==> config.mk <==
export PLATFORM = sky130hd
export DESIGN_NAME = exec_stage
export DESIGN_NICKNAME = d
export VERILOG_FILES = /design/src/logic/cmd_pkg.sv /design/src/logic/arch_pkg.sv /design/src/logic/alu.sv /design/src/logic/move_unit.sv /design/src/logic/meta_unit.sv /design/src/logic/cfu.sv /design/src/logic/execute.sv /design/src/logic/exec_stage.sv
export SDC_FILE = /design/constraint.sdc
export NUM_CORES = 1
export LEC_CHECK = 0
export ABC_AREA = 1
export BUFFER_PORTS_ARGS = -buffer_cell sky130_fd_sc_hd__buf_2
export CAP_MARGIN = 10
export CORE_ASPECT_RATIO = 1.4
export CORE_UTILIZATION = 25
export CTS_CLUSTER_SIZE = 25
export DETAILED_ROUTE_END_ITERATION = 12
export PLACE_DENSITY = 0.42
export SYNTH_ARGS = -nofsm -noshare
export SYNTH_HDL_FRONTEND = slang
export SYNTH_SLANG_ARGS = --single-unit
==> constraint.sdc <==
create_clock -name clk -period 5 [get_ports clk]
set_input_delay 0.25 -clock clk [delete_from_list [all_inputs] [get_ports clk]]
set_output_delay 0.25 -clock clk [all_outputs]
set_load 0.005 [all_outputs]
==> src/logic/cmd_pkg.sv <==
package cmd_pkg;

  // Command codes from decode
  // Codes outside this list execute as NOP
  typedef enum logic [5:0] {
    CMD_NOP   = 6'd0,
    CMD_ADD   = 6'd1,
    CMD_ADC   = 6'd2,
    CMD_INC   = 6'd3,
    CMD_SUB   = 6'd4,
    CMD_SBB   = 6'd5,
    CMD_DEC   = 6'd6,
    CMD_CMP   = 6'd7,
    CMD_AND   = 6'd8,
    CMD_TEST  = 6'd9,
    CMD_OR    = 6'd10,
    CMD_XOR   = 6'd11,
    CMD_NOT   = 6'd12,
    CMD_SHL   = 6'd13,
    CMD_SHR   = 6'd14,
    CMD_ROL   = 6'd15,
    CMD_ROR   = 6'd16,
    CMD_PUSH  = 6'd17,
    CMD_POP   = 6'd18,
    CMD_CALL  = 6'd19,
    CMD_RET   = 6'd20,
    CMD_LOOP  = 6'd21,
    CMD_MOV   = 6'd22,
    CMD_XCHG  = 6'd23,
    CMD_CDQ   = 6'd24,
    CMD_STC   = 6'd25,
    CMD_CLC   = 6'd26,
    CMD_STD   = 6'd27,
    CMD_CLD   = 6'd28,
    CMD_LAHF  = 6'd29,
    CMD_SAHF  = 6'd30,
    CMD_JMP   = 6'd31,
    CMD_JZ    = 6'd32,
    CMD_JNZ   = 6'd33,
    CMD_JECXZ = 6'd34
  } cmd_t;

  // ALU core operations, nine of them so four bits
  typedef enum logic [3:0] {
    ALU_OP_ADD = 4'd0,
    ALU_OP_SUB = 4'd1,
    ALU_OP_AND = 4'd2,
    ALU_OP_OR  = 4'd3,
    ALU_OP_XOR = 4'd4,
    ALU_OP_SHL = 4'd5,
    ALU_OP_SHR = 4'd6,
    ALU_OP_ROL = 4'd7,
    ALU_OP_ROR = 4'd8
  } alu_op_t;

  // ALU control word as decoded by execute
  typedef struct packed {
    alu_op_t op;
    // ADC and SBB fold CF into the sum
    logic    use_carry;
    // INC and DEC use a constant one as second operand
    logic    src_one;
    // NOT as XOR with all ones
    logic    invert_result;
    // NOT and the stack or ECX adjusts
    logic    no_flags;
    // INC and DEC leave CF alone
    logic    keep_cf;
    // Logic ops clear CF and OF
    logic    clear_cf_of;
  } alu_cntl_t;

endpackage

==> src/logic/arch_pkg.sv <==
package arch_pkg;

  // EFLAGS bit positions
  localparam int EFLAGS_CF = 0;
  localparam int EFLAGS_PF = 2;
  localparam int EFLAGS_AF = 4;
  localparam int EFLAGS_ZF = 6;
  localparam int EFLAGS_SF = 7;
  localparam int EFLAGS_DF = 10;
  localparam int EFLAGS_OF = 11;

  // Flags the execution units read and write
  typedef struct packed {
    logic of;
    logic df;
    logic sf;
    logic zf;
    logic af;
    logic pf;
    logic cf;
  } status_t;

  // One decoded instruction entering the stage
  typedef struct packed {
    cmd_pkg::cmd_t opc;
    logic [31:0]   eflags;
    logic          ecx_is_zero;
    logic [31:0]   eip;
    logic [3:0]    instr_len;
    logic [31:0]   opnd0_r;
    logic [31:0]   opnd1_r;
    logic [31:0]   opnd2_r;
  } exec_req_t;

  // Architectural effect of that instruction
  typedef struct packed {
    logic [31:0] eflags;
    logic [31:0] next_eip;
    logic [31:0] opnd0_w;
    logic [31:0] opnd1_w;
  } exec_rsp_t;

endpackage

==> src/logic/alu.sv <==
`timescale 1ns/1ns

module alu (
  input  cmd_pkg::alu_cntl_t cntl,
  input  arch_pkg::status_t  status_in,
  input  logic [31:0]        opnd0,
  input  logic [31:0]        opnd1,
  output logic [31:0]        result,
  output arch_pkg::status_t  status_out
);

  logic        is_sub;
  logic [31:0] src;
  logic [31:0] src_x;
  logic        cin;
  logic [32:0] sum;
  logic        arith_cf;
  logic        arith_of;
  logic        arith_af;
  logic [4:0]  cnt;
  logic [32:0] shl_full;
  logic [32:0] shr_full;
  logic [63:0] rol_full;
  logic [63:0] ror_full;
  logic        res_zf;
  logic        res_sf;
  logic        res_pf;

  assign is_sub = (cntl.op == cmd_pkg::ALU_OP_SUB);

  // Second operand, constant one for INC/DEC, all ones for NOT
  always_comb begin
    if (cntl.src_one) begin
      src = 32'd1;
    end else if (cntl.invert_result) begin
      src = '1;
    end else begin
      src = opnd1;
    end
  end

  // Subtract as a + ~b + 1, borrow-in turns the +1 off
  assign src_x    = is_sub ? ~src : src;
  assign cin      = (cntl.use_carry & status_in.cf) ^ is_sub;
  assign sum      = {1'b0, opnd0} + {1'b0, src_x} + {32'd0, cin};
  // Borrow is the inverted carry on subtract
  assign arith_cf = sum[32] ^ is_sub;
  assign arith_of = (opnd0[31] == src_x[31]) && (sum[31] != opnd0[31]);
  // Carry out of bit 3 shows up as a flip of bit 4
  assign arith_af = opnd0[4] ^ src[4] ^ sum[4];

  // Shift count is five bits as on 32-bit x86
  assign cnt = opnd1[4:0];
  // Extra bit catches the last bit shifted out
  assign shl_full = {1'b0, opnd0} << cnt;
  assign shr_full = {opnd0, 1'b0} >> cnt;
  // Doubled word so rotates are plain shifts
  assign rol_full = {opnd0, opnd0} << cnt;
  assign ror_full = {opnd0, opnd0} >> cnt;

  always_comb begin
    case (cntl.op)
      cmd_pkg::ALU_OP_ADD,
      cmd_pkg::ALU_OP_SUB: result = sum[31:0];
      cmd_pkg::ALU_OP_AND: result = opnd0 & src;
      cmd_pkg::ALU_OP_OR:  result = opnd0 | src;
      cmd_pkg::ALU_OP_XOR: result = opnd0 ^ src;
      cmd_pkg::ALU_OP_SHL: result = shl_full[31:0];
      cmd_pkg::ALU_OP_SHR: result = shr_full[32:1];
      cmd_pkg::ALU_OP_ROL: result = rol_full[63:32];
      cmd_pkg::ALU_OP_ROR: result = ror_full[31:0];
      default:             result = opnd0;
    endcase
  end

  assign res_zf = (result == 32'd0);
  assign res_sf = result[31];
  // PF is even parity of the low byte
  assign res_pf = ~^result[7:0];

  always_comb begin
    status_out = status_in;
    if (!cntl.no_flags) begin
      case (cntl.op)
        cmd_pkg::ALU_OP_ADD,
        cmd_pkg::ALU_OP_SUB: begin
          status_out.of = arith_of;
          status_out.af = arith_af;
          status_out.zf = res_zf;
          status_out.sf = res_sf;
          status_out.pf = res_pf;
          if (!cntl.keep_cf) begin
            status_out.cf = arith_cf;
          end
        end
        cmd_pkg::ALU_OP_AND,
        cmd_pkg::ALU_OP_OR,
        cmd_pkg::ALU_OP_XOR: begin
          status_out.zf = res_zf;
          status_out.sf = res_sf;
          status_out.pf = res_pf;
          if (cntl.clear_cf_of) begin
            status_out.cf = 1'b0;
            status_out.of = 1'b0;
          end
        end
        cmd_pkg::ALU_OP_SHL,
        cmd_pkg::ALU_OP_SHR: begin
          // Zero count leaves every flag
          if (cnt != 5'd0) begin
            status_out.cf = (cntl.op == cmd_pkg::ALU_OP_SHL) ? shl_full[32] : shr_full[0];
            status_out.zf = res_zf;
            status_out.sf = res_sf;
            status_out.pf = res_pf;
          end
        end
        cmd_pkg::ALU_OP_ROL: begin
          if (cnt != 5'd0) begin
            status_out.cf = result[0];
          end
        end
        cmd_pkg::ALU_OP_ROR: begin
          if (cnt != 5'd0) begin
            status_out.cf = result[31];
          end
        end
        default: status_out = status_in;
      endcase
    end
  end

endmodule

==> src/logic/move_unit.sv <==
`timescale 1ns/1ns

module move_unit (
  input  logic        swap,
  input  logic        sext,
  input  logic [31:0] opnd0_r,
  input  logic [31:0] opnd1_r,
  output logic [31:0] opnd0_w,
  output logic [31:0] opnd1_w
);

  // MOV and XCHG both land opnd1 in opnd0
  // CDQ fills EDX with the sign of EAX
  always_comb begin
    if (sext) begin
      opnd0_w = {32{opnd1_r[31]}};
    end else begin
      opnd0_w = opnd1_r;
    end
  end

  // Only XCHG writes back the other way
  always_comb begin
    if (swap) begin
      opnd1_w = opnd0_r;
    end else begin
      opnd1_w = opnd1_r;
    end
  end

endmodule

==> src/logic/meta_unit.sv <==
`timescale 1ns/1ns

module meta_unit (
  input  cmd_pkg::cmd_t     opc,
  input  logic [31:0]       opnd_in,
  input  arch_pkg::status_t status_in,
  output logic              ah_wr,
  output logic [31:0]       result,
  output arch_pkg::status_t status_out
);

  logic [7:0] ah_in;
  logic [7:0] flags_lo;

  // AH is bits 15:8 of EAX
  assign ah_in = opnd_in[15:8];

  // Low EFLAGS byte, reserved bits at their architectural values
  assign flags_lo = {status_in.sf, status_in.zf, 1'b0, status_in.af,
                     1'b0, status_in.pf, 1'b1, status_in.cf};

  // LAHF is the only command here with a register result
  assign ah_wr  = (opc == cmd_pkg::CMD_LAHF);
  assign result = {opnd_in[31:16], flags_lo, opnd_in[7:0]};

  always_comb begin
    status_out = status_in;
    case (opc)
      cmd_pkg::CMD_STC: status_out.cf = 1'b1;
      cmd_pkg::CMD_CLC: status_out.cf = 1'b0;
      cmd_pkg::CMD_STD: status_out.df = 1'b1;
      cmd_pkg::CMD_CLD: status_out.df = 1'b0;
      cmd_pkg::CMD_SAHF: begin
        // AH holds flags at their EFLAGS positions
        status_out.sf = ah_in[arch_pkg::EFLAGS_SF];
        status_out.zf = ah_in[arch_pkg::EFLAGS_ZF];
        status_out.af = ah_in[arch_pkg::EFLAGS_AF];
        status_out.pf = ah_in[arch_pkg::EFLAGS_PF];
        status_out.cf = ah_in[arch_pkg::EFLAGS_CF];
      end
      default: status_out = status_in;
    endcase
  end

endmodule

==> src/logic/cfu.sv <==
`timescale 1ns/1ns

module cfu (
  input  cmd_pkg::cmd_t opc,
  input  logic [31:0]   eflags,
  input  logic          ecx_is_zero,
  input  logic [31:0]   eip,
  input  logic [3:0]    instr_len,
  input  logic [31:0]   address,
  output logic [31:0]   next_eip
);

  logic        take;
  logic [31:0] fall_through;

  // Sequential flow steps over the current instruction
  assign fall_through = eip + {28'd0, instr_len};

  // Branch condition per command
  always_comb begin
    case (opc)
      cmd_pkg::CMD_JMP,
      cmd_pkg::CMD_CALL,
      cmd_pkg::CMD_RET:   take = 1'b1;
      cmd_pkg::CMD_JZ:    take = eflags[arch_pkg::EFLAGS_ZF];
      cmd_pkg::CMD_JNZ:   take = ~eflags[arch_pkg::EFLAGS_ZF];
      cmd_pkg::CMD_JECXZ: take = ecx_is_zero;
      // Zero test here is on the decremented ECX
      cmd_pkg::CMD_LOOP:  take = ~ecx_is_zero;
      default:            take = 1'b0;
    endcase
  end

  // Target comes in on opnd0
  assign next_eip = take ? address : fall_through;

endmodule

==> src/logic/execute.sv <==
`timescale 1ns/1ns

module execute (
  input  arch_pkg::exec_req_t req,
  output arch_pkg::exec_rsp_t rsp
);

  cmd_pkg::alu_cntl_t alu_cntl;
  arch_pkg::status_t  status_in;
  arch_pkg::status_t  alu_status_out;
  arch_pkg::status_t  meta_status_out;
  logic               is_alu;
  logic               is_adjust;
  logic               no_wr;
  logic               is_mu;
  logic               mu_swap;
  logic               mu_sext;
  logic               is_meta;
  logic               ah_wr;
  logic [31:0]        alu_opnd0;
  logic [31:0]        alu_opnd1;
  logic [31:0]        alu_result;
  logic [31:0]        mu_opnd0_w;
  logic [31:0]        mu_opnd1_w;
  logic [31:0]        meta_result;
  logic [31:0]        ret_addr;
  logic [31:0]        opnd0_w;
  logic               cfu_ecx_is_zero;

  // Status flags back into EFLAGS with IF, TF and reserved bits from base
  function automatic logic [31:0] merge_status(input logic [31:0] base,
                                               input arch_pkg::status_t st);
    logic [31:0] merged;
    merged = base;
    merged[arch_pkg::EFLAGS_OF] = st.of;
    merged[arch_pkg::EFLAGS_DF] = st.df;
    merged[arch_pkg::EFLAGS_SF] = st.sf;
    merged[arch_pkg::EFLAGS_ZF] = st.zf;
    merged[arch_pkg::EFLAGS_AF] = st.af;
    merged[arch_pkg::EFLAGS_PF] = st.pf;
    merged[arch_pkg::EFLAGS_CF] = st.cf;
    return merged;
  endfunction

  // Command decode into unit controls
  always_comb begin
    alu_cntl    = '0;
    is_alu      = 1'b0;
    is_adjust   = 1'b0;
    no_wr       = 1'b0;
    is_mu       = 1'b0;
    mu_swap     = 1'b0;
    mu_sext     = 1'b0;
    is_meta     = 1'b0;
    case (req.opc)
      cmd_pkg::CMD_ADD, cmd_pkg::CMD_ADC, cmd_pkg::CMD_INC: begin
        is_alu             = 1'b1;
        alu_cntl.op        = cmd_pkg::ALU_OP_ADD;
        alu_cntl.use_carry = (req.opc == cmd_pkg::CMD_ADC);
        alu_cntl.src_one   = (req.opc == cmd_pkg::CMD_INC);
        alu_cntl.keep_cf   = (req.opc == cmd_pkg::CMD_INC);
      end
      cmd_pkg::CMD_SUB, cmd_pkg::CMD_SBB, cmd_pkg::CMD_DEC, cmd_pkg::CMD_CMP: begin
        is_alu             = 1'b1;
        alu_cntl.op        = cmd_pkg::ALU_OP_SUB;
        alu_cntl.use_carry = (req.opc == cmd_pkg::CMD_SBB);
        alu_cntl.src_one   = (req.opc == cmd_pkg::CMD_DEC);
        alu_cntl.keep_cf   = (req.opc == cmd_pkg::CMD_DEC);
        no_wr              = (req.opc == cmd_pkg::CMD_CMP);
      end
      cmd_pkg::CMD_AND, cmd_pkg::CMD_TEST: begin
        is_alu               = 1'b1;
        alu_cntl.op          = cmd_pkg::ALU_OP_AND;
        alu_cntl.clear_cf_of = 1'b1;
        no_wr                = (req.opc == cmd_pkg::CMD_TEST);
      end
      cmd_pkg::CMD_OR, cmd_pkg::CMD_XOR: begin
        is_alu               = 1'b1;
        alu_cntl.op          = (req.opc == cmd_pkg::CMD_OR) ? cmd_pkg::ALU_OP_OR
                                                            : cmd_pkg::ALU_OP_XOR;
        alu_cntl.clear_cf_of = 1'b1;
      end
      cmd_pkg::CMD_NOT: begin
        is_alu                 = 1'b1;
        alu_cntl.op            = cmd_pkg::ALU_OP_XOR;
        alu_cntl.invert_result = 1'b1;
        alu_cntl.no_flags      = 1'b1;
      end
      cmd_pkg::CMD_SHL: begin
        is_alu      = 1'b1;
        alu_cntl.op = cmd_pkg::ALU_OP_SHL;
      end
      cmd_pkg::CMD_SHR: begin
        is_alu      = 1'b1;
        alu_cntl.op = cmd_pkg::ALU_OP_SHR;
      end
      cmd_pkg::CMD_ROL: begin
        is_alu      = 1'b1;
        alu_cntl.op = cmd_pkg::ALU_OP_ROL;
      end
      cmd_pkg::CMD_ROR: begin
        is_alu      = 1'b1;
        alu_cntl.op = cmd_pkg::ALU_OP_ROR;
      end
      // Stack and ECX adjusts leave the flags untouched
      cmd_pkg::CMD_PUSH, cmd_pkg::CMD_CALL, cmd_pkg::CMD_LOOP: begin
        is_alu            = 1'b1;
        is_adjust         = 1'b1;
        alu_cntl.op       = cmd_pkg::ALU_OP_SUB;
        alu_cntl.no_flags = 1'b1;
      end
      cmd_pkg::CMD_POP, cmd_pkg::CMD_RET: begin
        is_alu            = 1'b1;
        is_adjust         = 1'b1;
        alu_cntl.op       = cmd_pkg::ALU_OP_ADD;
        alu_cntl.no_flags = 1'b1;
      end
      cmd_pkg::CMD_MOV, cmd_pkg::CMD_XCHG, cmd_pkg::CMD_CDQ: begin
        is_mu   = 1'b1;
        mu_swap = (req.opc == cmd_pkg::CMD_XCHG);
        mu_sext = (req.opc == cmd_pkg::CMD_CDQ);
      end
      cmd_pkg::CMD_STC, cmd_pkg::CMD_CLC, cmd_pkg::CMD_STD, cmd_pkg::CMD_CLD,
      cmd_pkg::CMD_LAHF, cmd_pkg::CMD_SAHF: is_meta = 1'b1;
      default: is_alu = 1'b0;
    endcase
  end

  assign status_in.of = req.eflags[arch_pkg::EFLAGS_OF];
  assign status_in.df = req.eflags[arch_pkg::EFLAGS_DF];
  assign status_in.sf = req.eflags[arch_pkg::EFLAGS_SF];
  assign status_in.zf = req.eflags[arch_pkg::EFLAGS_ZF];
  assign status_in.af = req.eflags[arch_pkg::EFLAGS_AF];
  assign status_in.pf = req.eflags[arch_pkg::EFLAGS_PF];
  assign status_in.cf = req.eflags[arch_pkg::EFLAGS_CF];

  // Adjusts work on ESP or ECX in opnd1 with the amount in opnd2
  assign alu_opnd0 = is_adjust ? req.opnd1_r : req.opnd0_r;
  assign alu_opnd1 = is_adjust ? req.opnd2_r : req.opnd1_r;

  alu alu_x (
    .cntl       (alu_cntl),
    .status_in  (status_in),
    .opnd0      (alu_opnd0),
    .opnd1      (alu_opnd1),
    .result     (alu_result),
    .status_out (alu_status_out)
  );

  move_unit move_x (
    .swap    (mu_swap),
    .sext    (mu_sext),
    .opnd0_r (req.opnd0_r),
    .opnd1_r (req.opnd1_r),
    .opnd0_w (mu_opnd0_w),
    .opnd1_w (mu_opnd1_w)
  );

  meta_unit meta_x (
    .opc        (req.opc),
    .opnd_in    (req.opnd0_r),
    .status_in  (status_in),
    .ah_wr      (ah_wr),
    .result     (meta_result),
    .status_out (meta_status_out)
  );

  // LOOP tests ECX after its decrement
  assign cfu_ecx_is_zero = (req.opc == cmd_pkg::CMD_LOOP) ? (alu_result == 32'd0)
                                                          : req.ecx_is_zero;

  cfu cfu_x (
    .opc         (req.opc),
    .eflags      (req.eflags),
    .ecx_is_zero (cfu_ecx_is_zero),
    .eip         (req.eip),
    .instr_len   (req.instr_len),
    .address     (req.opnd0_r),
    .next_eip    (rsp.next_eip)
  );

  // Return address pushed by CALL
  assign ret_addr = req.eip + {28'd0, req.instr_len};

  always_comb begin
    if (req.opc == cmd_pkg::CMD_CALL) begin
      opnd0_w = ret_addr;
    end else if (is_adjust) begin
      // POP value was fetched into opnd0 by decode
      opnd0_w = req.opnd0_r;
    end else if (is_alu && !no_wr) begin
      opnd0_w = alu_result;
    end else if (is_mu) begin
      opnd0_w = mu_opnd0_w;
    end else if (ah_wr) begin
      opnd0_w = meta_result;
    end else begin
      opnd0_w = req.opnd0_r;
    end
  end

  assign rsp.opnd0_w = opnd0_w;

  // Adjusted ESP or ECX goes back through opnd1
  assign rsp.opnd1_w = is_mu     ? mu_opnd1_w :
                       is_adjust ? alu_result :
                                   req.opnd1_r;

  // Only the ALU and meta unit touch flags
  assign rsp.eflags = is_alu  ? merge_status(req.eflags, alu_status_out)  :
                      is_meta ? merge_status(req.eflags, meta_status_out) :
                                req.eflags;

endmodule

==> src/logic/exec_stage.sv <==
`timescale 1ns/1ns

module exec_stage (
  input  logic                clk,
  input  logic                rst,
  input  logic                in_valid,
  input  arch_pkg::exec_req_t req,
  output logic                out_valid,
  output arch_pkg::exec_rsp_t rsp
);

  arch_pkg::exec_rsp_t rsp_next;

  // Whole execute path settles within the cycle
  execute execute_x (
    .req (req),
    .rsp (rsp_next)
  );

  // One result per strobe, no back-pressure
  always_ff @(posedge clk) begin
    if (rst) begin
      out_valid <= 1'b0;
      rsp       <= '0;
    end else begin
      out_valid <= in_valid;
      // Result held until the next strobe
      if (in_valid) begin
        rsp <= rsp_next;
      end
    end
  end

endmodule

Word-level counts from Yosys, hierarchy flattened:

Index checks and enable logic that the tools add are counted.

* flip-flop bits (word level): 129
* output and inout bits: 129
* logic and storage cells: 141

* $add $sub $neg: 3
* reduce and logical (&&, ||, !) cells: 23
* equality and inequality tests: 44
* bitwise logic cells: 11
* shift-type cells: 4
* mux-type cells: 51

Operator list (number)
* $mux W32: 13
* $pmux W32 S8: 1
* $eq A6 B5 Y1 const B: 16
* $shl A64 B5 Y64: 1
* $shr A64 B5 Y32: 1
* $eq A6 B4 Y1 const B: 8
* $add A32 B32 Y33: 1
* $add A33 B1 Y33: 1
* $shl A32 B5 Y33: 1
* $shr A33 B5 Y33: 1
* $add A32 B4 Y32: 1
* $and A32 B32 Y32: 1
* $logic_not A32 Y1: 1
* $not A32 Y32: 1
* $or A32 B32 Y32: 1
* $pmux W4 S8: 1
* $xor A32 B32 Y32: 1
* $mux W31: 1
* $eq A6 B3 Y1 const B: 4
* $reduce_or A21 Y1: 1
* $eq A6 B6 Y1 const B: 3
* $mux W1: 17
* $eq A4 B3 Y1 const B: 4
* $mux W16: 1
* other kinds (31): 54

Longest topological paths before layout:

* depth in word-level cells: 16
* gate-level depth with buffers: 41

Cells and area by module:

Synthesis repeated with hierarchy kept, for this count alone.

* cells, all modules: 4534
* area total of the unflattened synthesis: 23575.1 µm²

By module, submodules not included
* alu: area an instance 10558.9 µm², cells each 2134, seq. area each 0.0 µm², times used 1
* exec_stage: area an instance 5373.9 µm², cells each 815, seq. area each 2582.5 µm², times used 1
* execute: area an instance 4712.0 µm², cells each 1011, seq. area each 0.0 µm², times used 1
* cfu: area an instance 1715.4 µm², cells each 329, seq. area each 0.0 µm², times used 1
* move_unit: area an instance 777.0 µm², cells each 175, seq. area each 0.0 µm², times used 1
* meta_unit: area an instance 437.9 µm², cells each 70, seq. area each 0.0 µm², times used 1

Worst setup path after synthesis:

No wires, ideal clock.

* path kind: input to register
* start point: input req[166] (netlist bit)
* end point: register rsp[65] (netlist bit)
* stages on the path: 34
* setup slack: -0.338 ns
* arrival time: 5.206 ns
* data required time: 4.868 ns
* path through: inv_1 > nor2_2 > nand2_1 > nand2_1 > nand2_4 > nand3_4 > inv_2 > buf_6 > o21ai_2 > buf_2 > clkbuf_1 > clkbuf_1 > o21ai_0 > xor2_1 > ha_1 > nand2_1 > o21ai_0 > xor2_1 > a221oi_1 > o31ai_1 > a211oi_1 > ha_1 > nand2_1 > nor2_1 > nand4_1 > nor2_1 > nand2_1 > nor2_1 > nand2_1 > nand2_2 > buf_2 > nand4_1 > nand3_1 > a21oi_1

* cells in the longest elaborated chain, start to end: 16
* elaborated cells on any way between the ends: 70
* classes of those cells: add/sub (2); eq/ne (33); shift (4); mux (14); bitwise (7); reduce/logical (10)

RTL lines
* start: declaration: RTL line exec_stage.sv:7 `input arch_pkg::exec_req_t req,`
* parallel branches: the longest is 14 deep, another holds $add A32 B32 Y33
* $pmux W1 S5 (*): RTL line cfu.sv:21 `case (opc)`
* $mux W32 (*): RTL line cfu.sv:35 `assign next_eip = take ? address : fall_through;`
* end signal: assignment: RTL line exec_stage.sv:29 `rsp <= rsp_next;`
* end: declaration: RTL line exec_stage.sv:9 `output arch_pkg::exec_rsp_t rsp`

Mark *: on every way between the ends.
A chain may end at the register's enable or synchronous reset.

Worst setup path after layout:

* start point: input req[167] (netlist bit)
* end point: register rsp[84] (netlist bit)

The elaborated chain is that of the path after synthesis.

==> flow_summary_export.csv <==
group,metric,value,unit
outcome,outcome,"finished, violations left",
outcome,violations,"negative setup slack",
pwr,power.leakage,0.0140,uW
detailed_routing,route.detailed.wl_per_inst,24.0,um
detailed_routing,drcViolationCount,0,
flow_run,drv_cap,0,
clock_network,cts_hold_buffers_added,0,
pwr,pwr-share-seq,16.7,%
logic_synthesis,synthesis.nets,3650,
logic_synthesis,synth.area.mux_share,0,%
floorplan,design.die.area,75400,sq um
logic_synthesis,synth_top_cell_by_area,"sky130_fd_sc_hd__nand2_1",
clock_network,clock_path_buffers,2,
critical_path,start_kind,"input pin",
logic_synthesis,synth_simple_gate_area_share,43.6,%
logic_synthesis,avgSynthCellArea,5.51,sq um
sta,max_slew_vio_count,0,
global_route,grt_pass1_wl,175000,um
detailed_routing,detail_route.iter0.violations,2327,
critical_path,worst-r2r-setup-slack,4.25,ns
clock_network,root_buffer,"sky130_fd_sc_hd__clkbuf_16",
clock_network,tritoncts,"done",
finish,postLayoutCellArea,27500,sq um
global_route,global_route_total_overflow,0,
sta,final.period_utilization,100,%
critical_path,maximum_single_stage_delay_on_the_critical_path,0.40,ns
critical_path,worst_r2r_path_depth,2,
sta,fin_crit,5.01,ns
critical_path,worstReg2RegEnd,"rsp[84]",
floorplan,fp-row-count,117,
logic_synthesis,distinct_cell_type_count_of_the_synthesized_netlist,56,
sta,tightestPinTransition,1.01,ns
critical_path,worstSetupEndpoint,"rsp[84]",
logic_synthesis,synth_adder_area_share,7.27,%
logic_synthesis,synth-edff-count,0,
hold_path,hold_path_class,"in2reg",
placement,placedCellCount,5074,
clock_network,clkLatencyLatePin,0.44,ns
pwr,vdd.ir_drop.worst,0.248,mV
global_route,pin_count_of_the_biggest_net_entering_global_routing,106,
pwr,total_switching_power,3210,uW
pwr,share_of_total_power_consumed_by_net_switching,46.2,%
pwr,pwr-share-clk,18.8,%
logic_synthesis,synthDominantCellAreaShare,20.2,%
critical_path,worst_setup_path_startpoint,"req[167]",
logic_synthesis,synthCells,3370,
placement,post_detailed_placement_half_perimeter_wirelength,101000,um
clock_network,clock_h_tree_levels,4,
critical_path,rr_startpoint,"rsp[84]",
global_route,grt_pass1_vias,26100,
placement,dpl-instance-area,25700,sq um
detailed_routing,postRouteAntennaNets,0,
global_route,grt_antenna_before_repair,7,
sta,skew,0,ns
global_route,grt_use_total,31.5,%
floorplan,fp.coreArea,73000,sq um
clock_network,clkTransAtPathRegs,0.06,ns
logic_synthesis,yosys_warnings,0,
critical_path,worst_path_max_delay_cell,"sky130_fd_sc_hd__fa_2",
floorplan,num_io_pins,303,
sta,report.final.setup_viol,1,
logic_synthesis,synth-seq-area-share,13.9,%
detailed_routing,post_detailed_route_via_to_cell_ratio,5.25,
clock_network,cts_num_sinks,129,
placement,numPortBuffers,302,
sta,max_freq,0.199,GHz
logic_synthesis,netlist_top_cells_area,"sky130_fd_sc_hd__nand2_1 20%, sky130_fd_sc_hd__nand3_1 15%, sky130_fd_sc_hd__dfxtp_1 14%",
critical_path,worst_ep_required_time,5.36,ns
logic_synthesis,most_used_flip_flop_cell_after_synthesis,"sky130_fd_sc_hd__dfxtp_1",
pwr,power.density,253,nW/um^2
finish,stdcell_count,5143,
pwr,p_int,3740,uW
sta,rsz0062_at_grt,"yes",
finish,layout-drive-gt1-share,29.7,%
clock_network,tritoncts_buffer_count,17,
finish,fin_nets,4457,
floorplan,dieHeight,324,um
logic_synthesis,synthesis.area,18600,sq um
logic_synthesis,yosysMostFrequentCell,"sky130_fd_sc_hd__nand2_1",
detailed_routing,drt_pass1_iterations,6,
sta,slew_headroom,32.4,%
logic_synthesis,synth_compound_area_share,20.5,%
logic_synthesis,synth_top_family_by_area,"simple AND/OR/NAND/NOR gates",
finish,area.growth.synth_to_final,48.1,%
logic_synthesis,synth-xor-area-share,3.59,%
sta,hold_viol_final,0,
sta,final_critical_path_setup_slack,-0.0136,ns
logic_synthesis,synth.ff_latch_count,129,
floorplan,start_util,25.4,%
critical_path,timing.setup.critical_path_class,"in2reg",
logic_synthesis,async_sr_flop_fraction,0,%
critical_path,setup.worst_path.end_class,"flop",
placement,gp_congestion,1.02,
critical_path,timing.critical_path.arrival,5.37,ns
pwr,power.combinational.fraction,64.6,%
detailed_routing,drt_wl_total,123000,um
detailed_routing,via_count,27000,
critical_path,path_max_fanout,7,
logic_synthesis,synth.top_cells.by_count,"1,000 x sky130_fd_sc_hd__nand2_1, 572 x sky130_fd_sc_hd__nand3_1, 269 x sky130_fd_sc_hd__inv_1, 251 x sky130_fd_sc_hd__o21ai_0, 234 x sky130_fd_sc_hd__a21oi_1",
sta,finalHoldWorstSlack,0.0224,ns
floorplan,die_x,232,um
[power groups by stage]
stage	Combinational, uW	Sequential [uW]	Clock (uW)
final	4490	1160	1300
after detailed placement	4130	1180	0
after global placement	4150	1180	0
after CTS	4190	1160	1320
after floorplan	1850	1180	0
after global routing	4760	1170	1360
[routing by layer]
metal | up-vias | routed length, um | global-route usage [%]
met5 | - | 39 | 0
met4 | 6 | 10900 | 23.2
met3 | 309 | 6430 | 3.20
met2 | 1128 | 59600 | 54.4
met1 | 12600 | 46500 | 35.4
li1 | 12900 | - | -
[per-stage QoR]
stage / total power (uW) / util (%) / setup slack, ns / TNS, ns
after detailed placement: 5310 / 35.1 / -0.890 / -34.14
after CTS: 6670 / 36.1 / 0.00380 / 0
after global placement: 5330 / 35.1 / -0.794 / -30.45
after global routing: 7280 / 37.6 / -0.235 / -5.89
final: 6950 / 37.6 / -0.0136 / -0.0136
after floorplan: 3030 / - / 0.0523 / 0
[kinds of logic after synthesis]
family | count (synthesis)
compound gates | 664
flops | 129
buf+inv | 501
fa+ha+maj | 106
xor+xnor | 76
simple gates | 1894
[worst min-delay path by stage]
stage | startpoint | slack [ns] | to | cells past startpoint
6_report | req[134] | 0.02 | rsp[97] | 3
5_1_grt | req[134] | 0.02 | rsp[97] | 3
4_1_cts | req[136] | 0.01 | rsp[99] | 3
3_5_place_dp | rsp[7] | 0.45 | rsp[7] | 2
3_3_place_gp | rsp[14] | 0.45 | rsp[14] | 2
2_1_floorplan | req[148] | 0.38 | rsp[111] | 2
[cells in the final DEF, fill, tap and decap left out, types with 8 or more instances in the layout]
cell / n
sky130_fd_sc_hd__nor2_2: 14
sky130_fd_sc_hd__clkbuf_16: 22
sky130_fd_sc_hd__buf_12: 31
sky130_fd_sc_hd__a22oi_1: 11
sky130_fd_sc_hd__a21oi_2: 34
sky130_fd_sc_hd__buf_6: 16
sky130_fd_sc_hd__dfxtp_1: 129
sky130_fd_sc_hd__o211ai_1: 80
sky130_fd_sc_hd__xnor2_1: 9
sky130_fd_sc_hd__o21ai_0: 235
sky130_fd_sc_hd__nand2_4: 15
sky130_fd_sc_hd__a31oi_1: 13
sky130_fd_sc_hd__or2_2: 8
sky130_fd_sc_hd__ha_1: 102
sky130_fd_sc_hd__nand3_2: 27
sky130_fd_sc_hd__nand2_1: 949
sky130_fd_sc_hd__buf_4: 654
sky130_fd_sc_hd__xor2_1: 64
sky130_fd_sc_hd__nor2_4: 14
sky130_fd_sc_hd__nand3_1: 544
sky130_fd_sc_hd__nand2_2: 41
sky130_fd_sc_hd__buf_2: 296
sky130_fd_sc_hd__o21ai_1: 22
sky130_fd_sc_hd__nand4_1: 48
sky130_fd_sc_hd__nor2_1: 200
sky130_fd_sc_hd__a21oi_1: 196
sky130_fd_sc_hd__inv_2: 16
sky130_fd_sc_hd__inv_1: 258
sky130_fd_sc_hd__nor3_1: 15
[final cells by class]
class | count | area (sq um)
inverters | 285 | 1090
diodes | 3 | 7.51
fillers | 8147 | 45600
clock buffers | 20 | 447
multi-input cells | 2740 | 14700
repair buffers | 1004 | 7350
clock inverters | 10 | 136
flip-flops and latches | 129 | 2580
well taps | 952 | 1190
[sequential cells by signal, summed over array words and instances (netlist names)]
register,flops
out_valid,1
rsp,128
[worst max-delay path, delay by kind of cell]
kind / cells / cell delay [ns]
AO/OA/AOI/OAI: 3 / 0.42
XOR/XNOR: 2 / 0.23
adder cells (fa/ha/maj): 2 / 0.79
buffers and inverters: 9 / 1.12
AND/OR/NAND/NOR: 25 / 2.54
[timing repair]
item                       in CTS  in global routing
setup endpoints to repair      34                 38
pin swaps                       1                 84
resized for setup              33                221
buffers inserted                0                 30
gates cloned                    0                  6
No activity file was read; power rests on OpenSTA's default activity.
